--- src/include/clk_align_cfg.svh ---
`ifndef CLK_ALIGN_CFG_SVH
`define CLK_ALIGN_CFG_SVH

// clock pattern geometry
`define PAT_LEN        36   // samples in one sensor clock period
`define WORD_W         4    // samples per clk_9x word, bit 0 leaves first
`define FRAME_SLOTS    9    // words per pattern period

// edge position reporting
`define EDGE_W         6    // wide enough for 0..35

// alignment target and loop limits
`define TARGET_EDGE    9    // wanted sample index of the received rising edge
`define SETTLE_FRAMES  2    // reports dropped after start and after each step
`define MAX_STEPS      40   // give up once this many steps were taken

// derived sizes
`define HALF_PAT       (`PAT_LEN / 2)   // err above this is shorter the other way

`endif
--- src/design/clk_align_pkg.sv ---
`include "clk_align_cfg.svh"

package clk_align_pkg;

    // controller states
    typedef enum logic [2:0] {
        IDLE     = 3'd0,    // waiting for start
        MEASURE  = 3'd1,    // dropping settle reports, then judging one
        STEP     = 3'd2,    // raise skew strobe
        WAIT_ACK = 3'd3,    // hold strobe until pattern acks
        SETTLE   = 3'd4,    // wait for ack to drop
        LOCKED   = 3'd5,    // edge sits at target
        FAIL     = 3'd6     // no edge or too many steps
    } align_state_e;

    // direction of one skew step
    typedef enum logic {
        DLY_DEC = 1'b0,     // right rotate, edge moves to e-1
        DLY_INC = 1'b1      // left rotate, edge moves to e+1
    } skew_dir_e;

    // report from the edge finder, one per received frame
    typedef struct packed {
        logic [`EDGE_W-1:0] edge_pos;   // lowest rising edge sample index
        logic               found;      // clear when frame has no 0->1 transition
    } edge_rpt_t;

    // skew strobe toward the pattern generator
    typedef struct packed {
        logic      en;      // held high until ack
        skew_dir_e dir;     // valid while en is high
    } skew_cmd_t;

endpackage

--- src/design/alignment_ctrl.sv ---
`include "clk_align_cfg.svh"

module alignment_ctrl
    import clk_align_pkg::*;
(
    input  logic      clk_9x,
    input  logic      rst_9x,
    input  logic      start,        // one-cycle pulse
    input  edge_rpt_t rpt,          // edge report from rx side
    input  logic      rpt_valid,
    input  logic      skew_ack,     // from pattern generator
    output skew_cmd_t skew_cmd,     // strobe plus direction
    output logic      busy,
    output logic      locked,
    output logic      fail
);

    localparam int EW     = `EDGE_W;
    localparam int SET_W  = $clog2(`SETTLE_FRAMES + 1);
    localparam int STEP_W = $clog2(`MAX_STEPS + 1);

    localparam logic [EW-1:0] TGT      = EW'(`TARGET_EDGE);
    localparam logic [EW-1:0] WRAP_ADD = EW'(`PAT_LEN - `TARGET_EDGE);
    localparam logic [EW-1:0] HALF     = EW'(`HALF_PAT);

    align_state_e      state;
    logic [SET_W-1:0]  settle_cnt;   // reports still to drop
    logic [STEP_W-1:0] step_cnt;     // steps issued since start
    logic [EW-1:0]     err;          // (edge_pos - target) mod 36
    skew_dir_e         want_dir;     // shorter way back to target
    logic              start_ok;     // start is only taken when not busy

    // cyclic error, no real divider needed
    always_comb begin
        if (rpt.edge_pos >= TGT) begin
            err = rpt.edge_pos - TGT;
        end else begin
            err = rpt.edge_pos + WRAP_ADD;
        end
        want_dir = (err <= HALF) ? DLY_DEC : DLY_INC;   // 1..18 late, else early
    end

    assign start_ok = start && ((state == IDLE) || (state == LOCKED) || (state == FAIL));

    // status decoded straight from state
    assign busy   = (state != IDLE) && (state != LOCKED) && (state != FAIL);
    assign locked = (state == LOCKED);
    assign fail   = (state == FAIL);

    always_ff @(posedge clk_9x) begin
        if (rst_9x) begin
            state      <= IDLE;
            settle_cnt <= '0;
            step_cnt   <= '0;
            skew_cmd   <= '{en: 1'b0, dir: DLY_DEC};
        end else begin
            if (start_ok) begin
                state      <= MEASURE;
                settle_cnt <= SET_W'(`SETTLE_FRAMES);   // first reports may be stale
                step_cnt   <= '0;
            end else begin
                case (state)
                    MEASURE: begin
                        if (rpt_valid) begin
                            if (settle_cnt != '0) begin
                                settle_cnt <= settle_cnt - 1'b1;   // drop it
                            end else if (!rpt.found) begin
                                state <= FAIL;                     // no edge came back
                            end else if (err == '0) begin
                                state <= LOCKED;
                            end else if (step_cnt == STEP_W'(`MAX_STEPS)) begin
                                state <= FAIL;                     // step budget spent
                            end else begin
                                skew_cmd.dir <= want_dir;
                                state        <= STEP;
                            end
                        end
                    end
                    STEP: begin
                        skew_cmd.en <= 1'b1;          // dir already stable
                        step_cnt    <= step_cnt + 1'b1;
                        state       <= WAIT_ACK;
                    end
                    WAIT_ACK: begin
                        if (skew_ack) begin
                            skew_cmd.en <= 1'b0;      // drop one cycle after ack
                            state       <= SETTLE;
                        end
                    end
                    SETTLE: begin
                        // ack must be low before the next strobe can count
                        if (!skew_ack) begin
                            settle_cnt <= SET_W'(`SETTLE_FRAMES);
                            state      <= MEASURE;
                        end
                    end
                    default: ;   // IDLE, LOCKED, FAIL wait for start
                endcase
            end
        end
    end

endmodule

--- src/design/clk_align_top.sv ---
`include "clk_align_cfg.svh"

module clk_align_top
    import clk_align_pkg::*;
(
    input  logic               clk_9x,
    input  logic               rst_9x,
    input  logic               start,      // begin an alignment run
    input  logic [`WORD_W-1:0] rx_word,    // data samples back from the sensor
    output logic [`WORD_W-1:0] clk_word,   // serializer word for the sensor clock
    output logic               busy,
    output logic               locked,
    output logic               fail
);

    skew_cmd_t skew_cmd;      // ctrl -> pattern strobe
    logic      skew_ack;      // pattern -> ctrl
    logic      frame_start;   // slot 0 marker for the rx side
    edge_rpt_t rpt;           // finder -> ctrl
    logic      rpt_valid;

    // clock pattern with skew rotation
    sensor_clk_pattern u_pattern (
        .clk_9x      (clk_9x),
        .rst_9x      (rst_9x),
        .skew_cmd    (skew_cmd),
        .skew_ack    (skew_ack),
        .clk_word    (clk_word),
        .frame_start (frame_start)
    );

    // received frame edge search
    rx_edge_finder u_finder (
        .clk_9x      (clk_9x),
        .rst_9x      (rst_9x),
        .rx_word     (rx_word),
        .frame_start (frame_start),
        .rpt         (rpt),
        .rpt_valid   (rpt_valid)
    );

    // alignment loop
    alignment_ctrl u_ctrl (
        .clk_9x      (clk_9x),
        .rst_9x      (rst_9x),
        .start       (start),
        .rpt         (rpt),
        .rpt_valid   (rpt_valid),
        .skew_ack    (skew_ack),
        .skew_cmd    (skew_cmd),
        .busy        (busy),
        .locked      (locked),
        .fail        (fail)
    );

endmodule

--- src/design/rx_edge_finder.sv ---
`include "clk_align_cfg.svh"

module rx_edge_finder
    import clk_align_pkg::*;
(
    input  logic               clk_9x,
    input  logic               rst_9x,
    input  logic [`WORD_W-1:0] rx_word,      // returned samples, bit 0 first
    input  logic               frame_start,  // rx_word is slot 0 this cycle
    output edge_rpt_t          rpt,          // edge of the last full frame
    output logic               rpt_valid     // one-cycle strobe with rpt
);

    localparam int SLOT_W = $clog2(`FRAME_SLOTS);
    localparam int EW     = `EDGE_W;

    logic [`PAT_LEN-1:0] frame_buf;      // bit i is sample i once 9 words are in
    logic [SLOT_W-1:0]   slot_cnt;       // slot of the next word to capture
    logic                capturing;      // inside a frame after slot 0
    logic                frame_done;     // slot 8 captured last edge
    logic                shift_en;

    // cyclic priority search, lowest i with s[i]=1 and s[i-1]=0
    function automatic edge_rpt_t find_rise(input logic [`PAT_LEN-1:0] s);
        edge_rpt_t r;
        r = '0;
        // descending so the lowest match is kept
        for (int i = `PAT_LEN - 1; i >= 0; i--) begin
            if (s[i] && !s[(i + `PAT_LEN - 1) % `PAT_LEN]) begin
                r.edge_pos = EW'(i);
                r.found    = 1'b1;
            end
        end
        return r;
    endfunction

    assign shift_en = frame_start || capturing;

    // frame buffer, new words enter at the top and walk down
    always_ff @(posedge clk_9x) begin
        if (shift_en) begin
            frame_buf <= {rx_word, frame_buf[`PAT_LEN-1:`WORD_W]};
        end
    end

    // slot counting
    always_ff @(posedge clk_9x) begin
        if (rst_9x) begin
            slot_cnt   <= '0;
            capturing  <= 1'b0;
            frame_done <= 1'b0;
        end else begin
            frame_done <= 1'b0;
            if (frame_start) begin
                slot_cnt  <= SLOT_W'(1);   // slot 0 goes in now
                capturing <= 1'b1;
            end else if (capturing) begin
                if (slot_cnt == SLOT_W'(`FRAME_SLOTS - 1)) begin
                    slot_cnt   <= '0;
                    capturing  <= 1'b0;
                    frame_done <= 1'b1;    // slot 0 now at bits 3:0
                end else begin
                    slot_cnt <= slot_cnt + 1'b1;
                end
            end
        end
    end

    // report register
    always_ff @(posedge clk_9x) begin
        if (rst_9x) begin
            rpt_valid <= 1'b0;
        end else begin
            rpt_valid <= frame_done;
        end
    end

    always_ff @(posedge clk_9x) begin
        if (frame_done) begin
            rpt <= find_rise(frame_buf);   // position and found flag together
        end
    end

endmodule

--- src/design/sensor_clk_pattern.sv ---
`include "clk_align_cfg.svh"

module sensor_clk_pattern
    import clk_align_pkg::*;
(
    input  logic               clk_9x,
    input  logic               rst_9x,       // sync, active high
    input  skew_cmd_t          skew_cmd,     // strobe from controller
    output logic               skew_ack,     // high from rotate until en drops
    output logic [`WORD_W-1:0] clk_word,     // next 4 serial samples, bit 0 first
    output logic               frame_start   // clk_word holds slot 0 this cycle
);

    localparam int SLOT_W = $clog2(`FRAME_SLOTS);

    // bit i is sample i of the clock period
    logic [`PAT_LEN-1:0] clk_pattern;
    logic [SLOT_W-1:0]   slot_idx;        // slot being loaded into clk_word
    logic                step_go;         // accept one strobe

    // word view of the pattern, slot k holds samples 4k..4k+3
    logic [`WORD_W-1:0]  slot_word [`FRAME_SLOTS];

    assign step_go = skew_cmd.en && !skew_ack;   // first cycle of a new strobe

    // rotation and handshake
    always_ff @(posedge clk_9x) begin
        if (rst_9x) begin
            // samples 0..17 low, 18..35 high, rising edge at 18
            clk_pattern <= {{(`PAT_LEN / 2){1'b1}}, {(`PAT_LEN / 2){1'b0}}};
            skew_ack    <= 1'b0;
        end else begin
            if (!skew_cmd.en) begin
                skew_ack <= 1'b0;   // release one cycle after en drops
            end

            if (step_go) begin
                skew_ack <= 1'b1;
                if (skew_cmd.dir == DLY_INC) begin
                    // left rotate, sample i takes sample i-1
                    clk_pattern <= {clk_pattern[`PAT_LEN-2:0], clk_pattern[`PAT_LEN-1]};
                end else begin
                    // right rotate, sample i takes sample i+1
                    clk_pattern <= {clk_pattern[0], clk_pattern[`PAT_LEN-1:1]};
                end
            end
        end
    end

    // slice the pattern into serializer words
    genvar k;
    generate
        for (k = 0; k < `FRAME_SLOTS; k++) begin : g_slot
            assign slot_word[k] = clk_pattern[k*`WORD_W +: `WORD_W];
        end
    endgenerate

    // slot sequencer and output word register
    always_ff @(posedge clk_9x) begin
        if (rst_9x) begin
            slot_idx    <= '0;
            clk_word    <= '0;
            frame_start <= 1'b0;
        end else begin
            if (slot_idx == SLOT_W'(`FRAME_SLOTS - 1)) begin
                slot_idx <= '0;               // wrap at 9
            end else begin
                slot_idx <= slot_idx + 1'b1;
            end

            clk_word    <= slot_word[slot_idx];
            frame_start <= (slot_idx == '0);  // lines up with slot 0 on clk_word
        end
    end

endmodule

--- config.mk ---
export PLATFORM = sky130hd
export DESIGN_NAME = clk_align_top
export DESIGN_NICKNAME = d
export VERILOG_FILES = /design/src/design/clk_align_pkg.sv /design/src/design/alignment_ctrl.sv /design/src/design/clk_align_top.sv /design/src/design/rx_edge_finder.sv /design/src/design/sensor_clk_pattern.sv
export VERILOG_INCLUDE_DIRS = /design/src /design/src/include
export SDC_FILE = /design/constraint.sdc
export NUM_CORES = 1
export LEC_CHECK = 0
export ABC_CLOCK_PERIOD_IN_PS = 2900
export BUFFER_PORTS_ARGS = -buffer_cell sky130_fd_sc_hd__buf_2
export CORE_ASPECT_RATIO = 0.75
export CORE_MARGIN = 4
export CORE_UTILIZATION = 55
export DETAILED_ROUTE_END_ITERATION = 8
export PLACE_DENSITY_LB_ADDON = 0.2
export SLEW_MARGIN = 20
export SYNTH_ARGS = -nofsm -noshare
export SYNTH_HDL_FRONTEND = slang
export SYNTH_SLANG_ARGS = --single-unit
--- constraint.sdc ---
create_clock -name clk_9x -period 2.9 [get_ports clk_9x]
set_clock_uncertainty 0.2 [all_clocks]
set_input_delay 0.435 -clock clk_9x [delete_from_list [all_inputs] [get_ports clk_9x]]
set_output_delay 0.435 -clock clk_9x [all_outputs]
set_load 0.1 [all_outputs]
==> flow_summary_export.csv, run 1 <==
group,metric,value,unit
floorplanning,io-pin-count,14,
grt,overflow,0,
synthesis,area_contributors_post_synth,"sky130_fd_sc_hd__dfxtp_1 24%, sky130_fd_sc_hd__edfxtp_1 23%, sky130_fd_sc_hd__mux2i_1 8.2%",
worst_setup_path,endpoint_kind,"output port",
worst_setup_path,worst-r2r-cell-count,5,
layout,insertedDiodeCount,0,
synthesis,post_synth_num_cell_types,60,
synthesis,synth_cells,556,
pwr,worst_ir_drop_vdd,350,uV
layout,post-route-cell-area,5990,um2
detailed_routing,finalWirelength,10.8,mm
cts,clk_root_buffer_cell,"sky130_fd_sc_hd__clkbuf_16",
worst_setup_path,critical_path.startpoint_type,"register",
hold_path,timing.hold.worst_path_depth,1,
worst_setup_path,worst-r2r-setup-slack,0.37,ns
cts,clk_pin_slew_worst_paths,0.08,ns
layout,finish.net_count,575,
grt,via_count_of_the_first_global_routing_pass,3713,
floorplanning,die_area,11700,um2
synthesis,yosysSeqAreaShare,47.3,%
cts,cts_buffers,9,
cts,cts.htree.levels,3,
place,io_buffer_count,13,
synthesis,synth_seq_cells,109,
timing,drv_slew,0,
place,placement.cell_area,5700,um2
synthesis,syn-cell-area,5520,um2
synthesis,synth_top_area_share,23.9,%
grt,gr-usage-all-layers,19.8,%
pwr,sequential_share_of_power,53.6,%
detailed_routing,routed_wire_length_per_instance,15.5,um
grt,maximum_number_of_pins_on_one_net_before_global_route_repair,37,
synthesis,synth-main-ff-cell,"sky130_fd_sc_hd__dfxtp_1",
pwr,power.internal,2450,uW
detailed_routing,drc,0,
worst_setup_path,maximum_net_fanout_on_the_critical_path,9,
timing,rsz0062_at_grt,"no",
hold_path,worst_hold_path.endpoint,"u_finder.frame_buf[33]$_DFFE_PP_",
worst_setup_path,crit_required,2.27,ns
place,dpl.hpwl,7.61,mm
detailed_routing,drtPass1Iterations,4,
synthesis,post_synth.cell_area_avg,9.93,um2
timing,slew_headroom,43.8,%
pwr,share_comb_of_total_power,10.5,%
floorplanning,floorplan.core_area,9740,um2
detailed_routing,detailroute.via_count,4045,
pwr,power_density,558,nW/um2
floorplanning,placementRows,31,
timing,setup_viol,0,
pwr,switching_share_of_power,26.8,%
layout,most-common-layout-cells,"65 x sky130_fd_sc_hd__nor2_1, 65 x sky130_fd_sc_hd__dfxtp_1, 45 x sky130_fd_sc_hd__mux2i_1",
worst_setup_path,worst_r2r_endpoint,"u_ctrl.state[2]$_SDFFE_PP0P_",
detailed_routing,post_drt_via_cell_ratio,5.82,
timing,finalSetupTns,0,ns
cts,tritoncts_num_sinks,109,
layout,area.growth.synth_to_final,8.52,%
cts,worst_skew_pair.late_latency,0.35,ns
cts,cts_repair_resize_count,0,
worst_setup_path,r2r-start,"u_finder.rpt[3]$_SDFFCE_PP0P_",
place,gp_congestion,0.896,
detailed_routing,drt_iter0_markers,381,
cts,cts-hold-fix-buffers,0,
worst_setup_path,worst-endpoint-arrival,2.03,ns
timing,timing_worst_slew_pin_value,0.843,ns
pwr,clkPwrFrac,35.9,%
floorplanning,die_x,124,um
cts,cts_tree,"done",
grt,grt_antenna_before_repair,0,
synthesis,synthArstFlopShare,0,%
hold_path,min-delay-path-class,"in2reg",
cts,postCtsSetupBuffers,0,
layout,post_route_cells_drive_above_1_share,9.77,%
timing,hold_viol_final,0,
place,placement.setup.worst_slack,0.378,ns
pwr,leakagePower,0.00207,uW
synthesis,yosysTopAreaCell,"sky130_fd_sc_hd__dfxtp_1",
flow_run,max_cap_viol_count,0,
worst_setup_path,path_class,"reg2out",
synthesis,synth_enable_flop_cells,43,
synthesis,synth_warnings,0,
floorplanning,initial_utilization,56.7,%
timing,hold_ws,0.0535,ns
cts,clock_tree_buffer_depth,2,
detailed_routing,antenna_violating_nets_post_route,0,
timing,final.period_utilization,91.9,%
timing,layout_setup_ws,0.236,ns
timing,fmaxAchievable,375,MHz
hold_path,worstHoldStart,"rx_word[1]",
outcome,run_status,"finished clean",
synthesis,syn_nets,573,
layout,finalCoreUtilization,61.5,%
grt,wire_length_of_the_first_global_routing_pass,18.4,mm
timing,min_period,2.66,ns
floorplanning,die_y,94.8,um
pwr,net-switching-power,896,uW
## cell usage after synthesis, types with 2 or more instances
library cell                count
sky130_fd_sc_hd__xor2_1         4
sky130_fd_sc_hd__nand3_1        5
sky130_fd_sc_hd__o22ai_1        2
sky130_fd_sc_hd__edfxtp_1      43
sky130_fd_sc_hd__a21oi_1       19
sky130_fd_sc_hd__nand2b_1      32
sky130_fd_sc_hd__a31oi_1        5
sky130_fd_sc_hd__and3_1         2
sky130_fd_sc_hd__o21ai_0       21
sky130_fd_sc_hd__a22oi_1        4
sky130_fd_sc_hd__nand3b_1       3
sky130_fd_sc_hd__nor2b_1       29
sky130_fd_sc_hd__mux2_2         2
sky130_fd_sc_hd__nor4_1         3
sky130_fd_sc_hd__nand2_1       21
sky130_fd_sc_hd__and2_1         2
sky130_fd_sc_hd__a2111oi_0      2
sky130_fd_sc_hd__mux4_2         5
sky130_fd_sc_hd__or2_2          4
sky130_fd_sc_hd__buf_1          5
sky130_fd_sc_hd__mux2i_1       45
sky130_fd_sc_hd__and3b_1        2
sky130_fd_sc_hd__dfxtp_1       66
sky130_fd_sc_hd__o2111ai_1      3
sky130_fd_sc_hd__nor3b_1        6
sky130_fd_sc_hd__inv_1         24
sky130_fd_sc_hd__nor3_1        11
sky130_fd_sc_hd__a211o_1       19
sky130_fd_sc_hd__ha_1          10
sky130_fd_sc_hd__nand4_1       11
sky130_fd_sc_hd__a211oi_1      21
sky130_fd_sc_hd__nor4b_1        2
sky130_fd_sc_hd__nor4bb_1       2
sky130_fd_sc_hd__o221ai_1       2
sky130_fd_sc_hd__clkbuf_1      25
sky130_fd_sc_hd__or4_1          4
sky130_fd_sc_hd__nor2_1        65
sky130_fd_sc_hd__xnor2_1        2
sky130_fd_sc_hd__a21o_1         2
## critical path, stage by stage, from the launching register on
cell and delay (ns):
sky130_fd_sc_hd__dfxtp_1 0.46, sky130_fd_sc_hd__nor2b_1 0.40, sky130_fd_sc_hd__nor3_1 0.08, sky130_fd_sc_hd__or2_1 0.26
sky130_fd_sc_hd__inv_1 0.06, sky130_fd_sc_hd__buf_2 0.41
## per-stage QoR
step | std cells | power, uW
floorplan | 556 | 2080
global placement | 679 | 2160
finish | 695 | 3340
global route | 695 | 3500
CTS | 695 | 3370
detailed placement | 679 | 2180
## metal layers
layer | share of wire, % | GRT usage (%) | up-vias
met5 | 0 | 0 | -
met4 | 1.1 | 5.81 | 0
met3 | 4.1 | 3.95 | 13
met2 | 42 | 28.6 | 70
met1 | 53 | 29.9 | 1922
li1 | - | - | 2040
## cells by family after synthesis
kind of cell | after synthesis | share of synthesized area [%]
simple gates | 210 | 20.4
compound gates | 114 | 14.6
flops | 109 | 47.3
buf+inv | 55 | 3.88
mux | 52 | 10.6
fa+ha+maj | 10 | 2.27
xor+xnor | 6 | 0.952
## registers in the layout, indices dropped and copies added, names as in the netlist, 2 cells and up
register / flops
u_finder.frame_buf: 36
u_pattern.clk_pattern: 36
u_finder.rpt: 7
u_ctrl.step_cnt: 6
u_finder.slot_cnt: 4
u_pattern.clk_word: 4
u_pattern.slot_idx: 4
u_ctrl.state: 3
u_ctrl.settle_cnt: 2
u_ctrl.skew_cmd: 2
## cell type report
type                    count  area, um2
repair buffers             22        133
clock buffers               9        225
fillers                   819       3740
inverters                  24       90.1
multi-input cells         392       2700
flip-flops and latches    109       2610
well taps                 132        165
clock inverters             7       67.6
## power groups by stage
stage	Combinational, uW	Clock (uW)	Sequential, uW
after floorplan	274	0	1800
after global placement	339	0	1820
after detailed placement	348	0	1830
after CTS	349	1230	1790
after global routing	395	1300	1810
final	350	1200	1790
## how the worst max path moves through the flow
stage	cells after the start	to	from
final	5	busy	u_ctrl.state[0]$_SDFFE_PP0P_
after global routing	5	busy	u_ctrl.state[0]$_SDFFE_PP0P_
after CTS	5	busy	u_ctrl.state[0]$_SDFFE_PP0P_
after detailed placement	5	u_ctrl.state[2]$_SDFFE_PP0P_	u_finder.rpt[3]$_SDFFCE_PP0P_
after global placement	5	u_ctrl.state[1]$_SDFFE_PP0P_	u_finder.rpt[3]$_SDFFCE_PP0P_
after floorplan	5	busy	u_ctrl.state[2]$_SDFFE_PP0P_
Note: power is estimated with default switching activity, not from simulation.
==> run 2: changes to the inputs <==
- ABC_CLOCK_PERIOD_IN_PS: 2900 -> 2550
- clock period: 2.9 -> 2.55 ns (I/O delays scaled with it)
==> flow_summary_export.csv, run 2 (same netlist as run 1, synthesis figures left out) <==
group,metric,value,unit
detailed_routing,antenna_violating_nets_post_route,0,
timing,finalSetupTns,0,ns
worst_setup_path,path_class,"reg2reg",
timing,drv_slew,0,
detailed_routing,drt_iter0_markers,303,
cts,clock_tree_buffer_depth,2,
hold_path,min-delay-path-class,"in2reg",
place,dpl.hpwl,7.36,mm
layout,multi_input_area,2700,um2
cts,cts.htree.levels,3,
timing,timing_worst_slew_pin_value,0.702,ns
layout,insertedDiodeCount,0,
detailed_routing,post_drt_via_cell_ratio,5.75,
pwr,power.total,3720,uW
layout,area.growth.synth_to_final,9.63,%
grt,maximum_number_of_pins_on_one_net_before_global_route_repair,45,
layout,layout.filler_cells,789,
worst_setup_path,worst-endpoint-arrival,2.44,ns
worst_setup_path,worst-r2r-cell-count,5,
place,gp_congestion,0.911,
detailed_routing,routed_wire_length_per_instance,14.9,um
pwr,leakagePower,0.00209,uW
detailed_routing,detailroute.via_count,4038,
cts,tritoncts_num_sinks,109,
worst_setup_path,worstPathBufferInverterCount,0,
worst_setup_path,endpoint_kind,"register",
detailed_routing,drc,0,
layout,top_regs,"u_finder.frame_buf: 36 flops, u_pattern.clk_pattern: 36 flops, u_finder.rpt: 7 flops",
detailed_routing,drtPass1Iterations,4,
layout,most-common-layout-cells,"65 x sky130_fd_sc_hd__nor2_1, 65 x sky130_fd_sc_hd__dfxtp_1, 45 x sky130_fd_sc_hd__mux2i_1",
cts,cts_tree,"done",
floorplanning,initial_utilization,56.7,%
cts,postCtsSetupBuffers,0,
flow_run,max_cap_viol_count,0,
grt,grt_antenna_before_repair,0,
layout,finish.net_count,582,
worst_setup_path,crit_required,2.58,ns
place,io_buffer_count,13,
floorplanning,placementRows,31,
hold_path,timing.hold.worst_path_depth,3,
worst_setup_path,maximum_net_fanout_on_the_critical_path,6,
outcome,run_status,"finished clean",
cts,clk_pin_slew_worst_paths,0.07,ns
timing,final.period_utilization,94.4,%
timing,slew_headroom,53.2,%
cts,cts_buffers,9,
worst_setup_path,timing.critical_path.cells,"or4_4 -> a211oi_2 -> o31ai_1 -> or3_4 -> a2111oi_2",
timing,rsz0062_at_grt,"no",
worst_setup_path,critical_path.startpoint_type,"register",
cts,worst_skew_pair.late_latency,0.34,ns
timing,hold_viol_final,0,
floorplanning,die_y,94.8,um
worst_setup_path,timing.critical_path.slowest_stage_cell,"sky130_fd_sc_hd__or4_4",
grt,gr-usage-all-layers,19.4,%
pwr,power_density,615,nW/um2
floorplanning,die_x,124,um
detailed_routing,finalWirelength,10.4,mm
timing,setup_viol,0,
worst_setup_path,timing.critical_path.depth,5,
grt,via_count_of_the_first_global_routing_pass,3736,
grt,overflow,0,
layout,post_route_cells_drive_above_1_share,10.2,%
timing,min_period,2.41,ns
layout,sequential_cell_area,2610,um2
worst_setup_path,critical_path.max_stage_delay,0.54,ns
pwr,worst_ir_drop_vdd,400,uV
layout,post-route-cell-area,6050,um2
floorplanning,floorplan.core_area,9740,um2
grt,wire_length_of_the_first_global_routing_pass,18.2,mm
worst_setup_path,cp_delay_by_family_top,"simple AND/OR/NAND/NOR gates",
place,placement.cell_area,5740,um2
timing,fmaxAchievable,415,MHz
cts,clk_root_buffer_cell,"sky130_fd_sc_hd__clkbuf_16",
floorplanning,io-pin-count,14,
timing,layout_setup_ws,0.142,ns
place,placement.setup.worst_slack,0.162,ns
floorplanning,die_area,11700,um2
## run 2: cell count changes in the layout (fill, tap and decap cells not counted), moves of 2 or more
cell	delta
sky130_fd_sc_hd__clkinvlp_4	+2
sky130_fd_sc_hd__clkinv_1	+2
sky130_fd_sc_hd__inv_6	-2
sky130_fd_sc_hd__buf_4	+3
sky130_fd_sc_hd__dlygate4sd3_1	+4
## run 2: worst paths after layout
kind	from	endpoint	slack (ns)
min	start	u_ctrl.settle_cnt[1]$_SDFFE_PP0P_	0.15
max reg2reg	u_finder.rpt[1]$_SDFFCE_PP0P_	u_ctrl.state[2]$_SDFFE_PP0P_	0.14
max	u_finder.rpt[1]$_SDFFCE_PP0P_	u_ctrl.state[2]$_SDFFE_PP0P_	0.14
min reg2reg	u_finder.frame_buf[17]$_DFFE_PP_	u_finder.frame_buf[13]$_DFFE_PP_	0.28
## run 2: area by class of cell
| cell class | instances | area share [%] |
|---|---|---|
| Clock inverter | 6 | 0.662 |
| Inverter | 24 | 1.55 |
| Clock buffer | 10 | 3.78 |
| Sequential cell | 109 | 43.2 |
| Multi-Input combinational cell | 392 | 44.6 |
| Tap cell | 132 | 2.73 |
| Timing Repair Buffer | 29 | 3.47 |
## run 2: stage by stage
| stage | hold slack [ns] | std cells | utilization [%] |
|---|---|---|---|
| finish | 0.145 | 702 | 62.2 |
| global placement | 0.258 | 682 | 58.9 |
| floorplan | 0.232 | 556 | - |
| detailed placement | 0.257 | 682 | 58.9 |
| CTS | 0.141 | 702 | 62.1 |
| global route | 0.149 | 702 | 62.2 |
## run 2: power by group
group / internal (uW) / switching [uW] / total (uW)
clock: 663 / 616 / 1280
combinational: 167 / 242 / 409
sequential: 1940 / 95.5 / 2040
total: 2770 / 954 / 3720
## run 2: what timing repair did
item / in CTS / in global routing
pin swaps: 0 / 0
endpoints found under the setup margin: 1 / 1
resized for setup: 1 / 1
hold buffers: 4 / 0
gates cloned: 0 / 0
endpoints found under the hold margin: 4 / 0
## run 2: worst min-delay path, delay by kind of cell
family	cells	cell delay [ns]
and+or+nand+nor	1	0.08
AOI/OAI and AO/OA	1	0.06
buffers and inverters	1	0.11
## run 2: metal layers
layer / vias to the layer above / wire length (um) / share of wire (%) / global-route usage [%]
li1: 2054 / - / - / -
met1: 1889 / 5570 / 53 / 30.6
met2: 83 / 4220 / 40 / 26.5
met3: 12 / 539 / 5.2 / 4.37
met4: 0 / 114 / 1.1 / 5.07
met5: - / 0 / 0 / 0
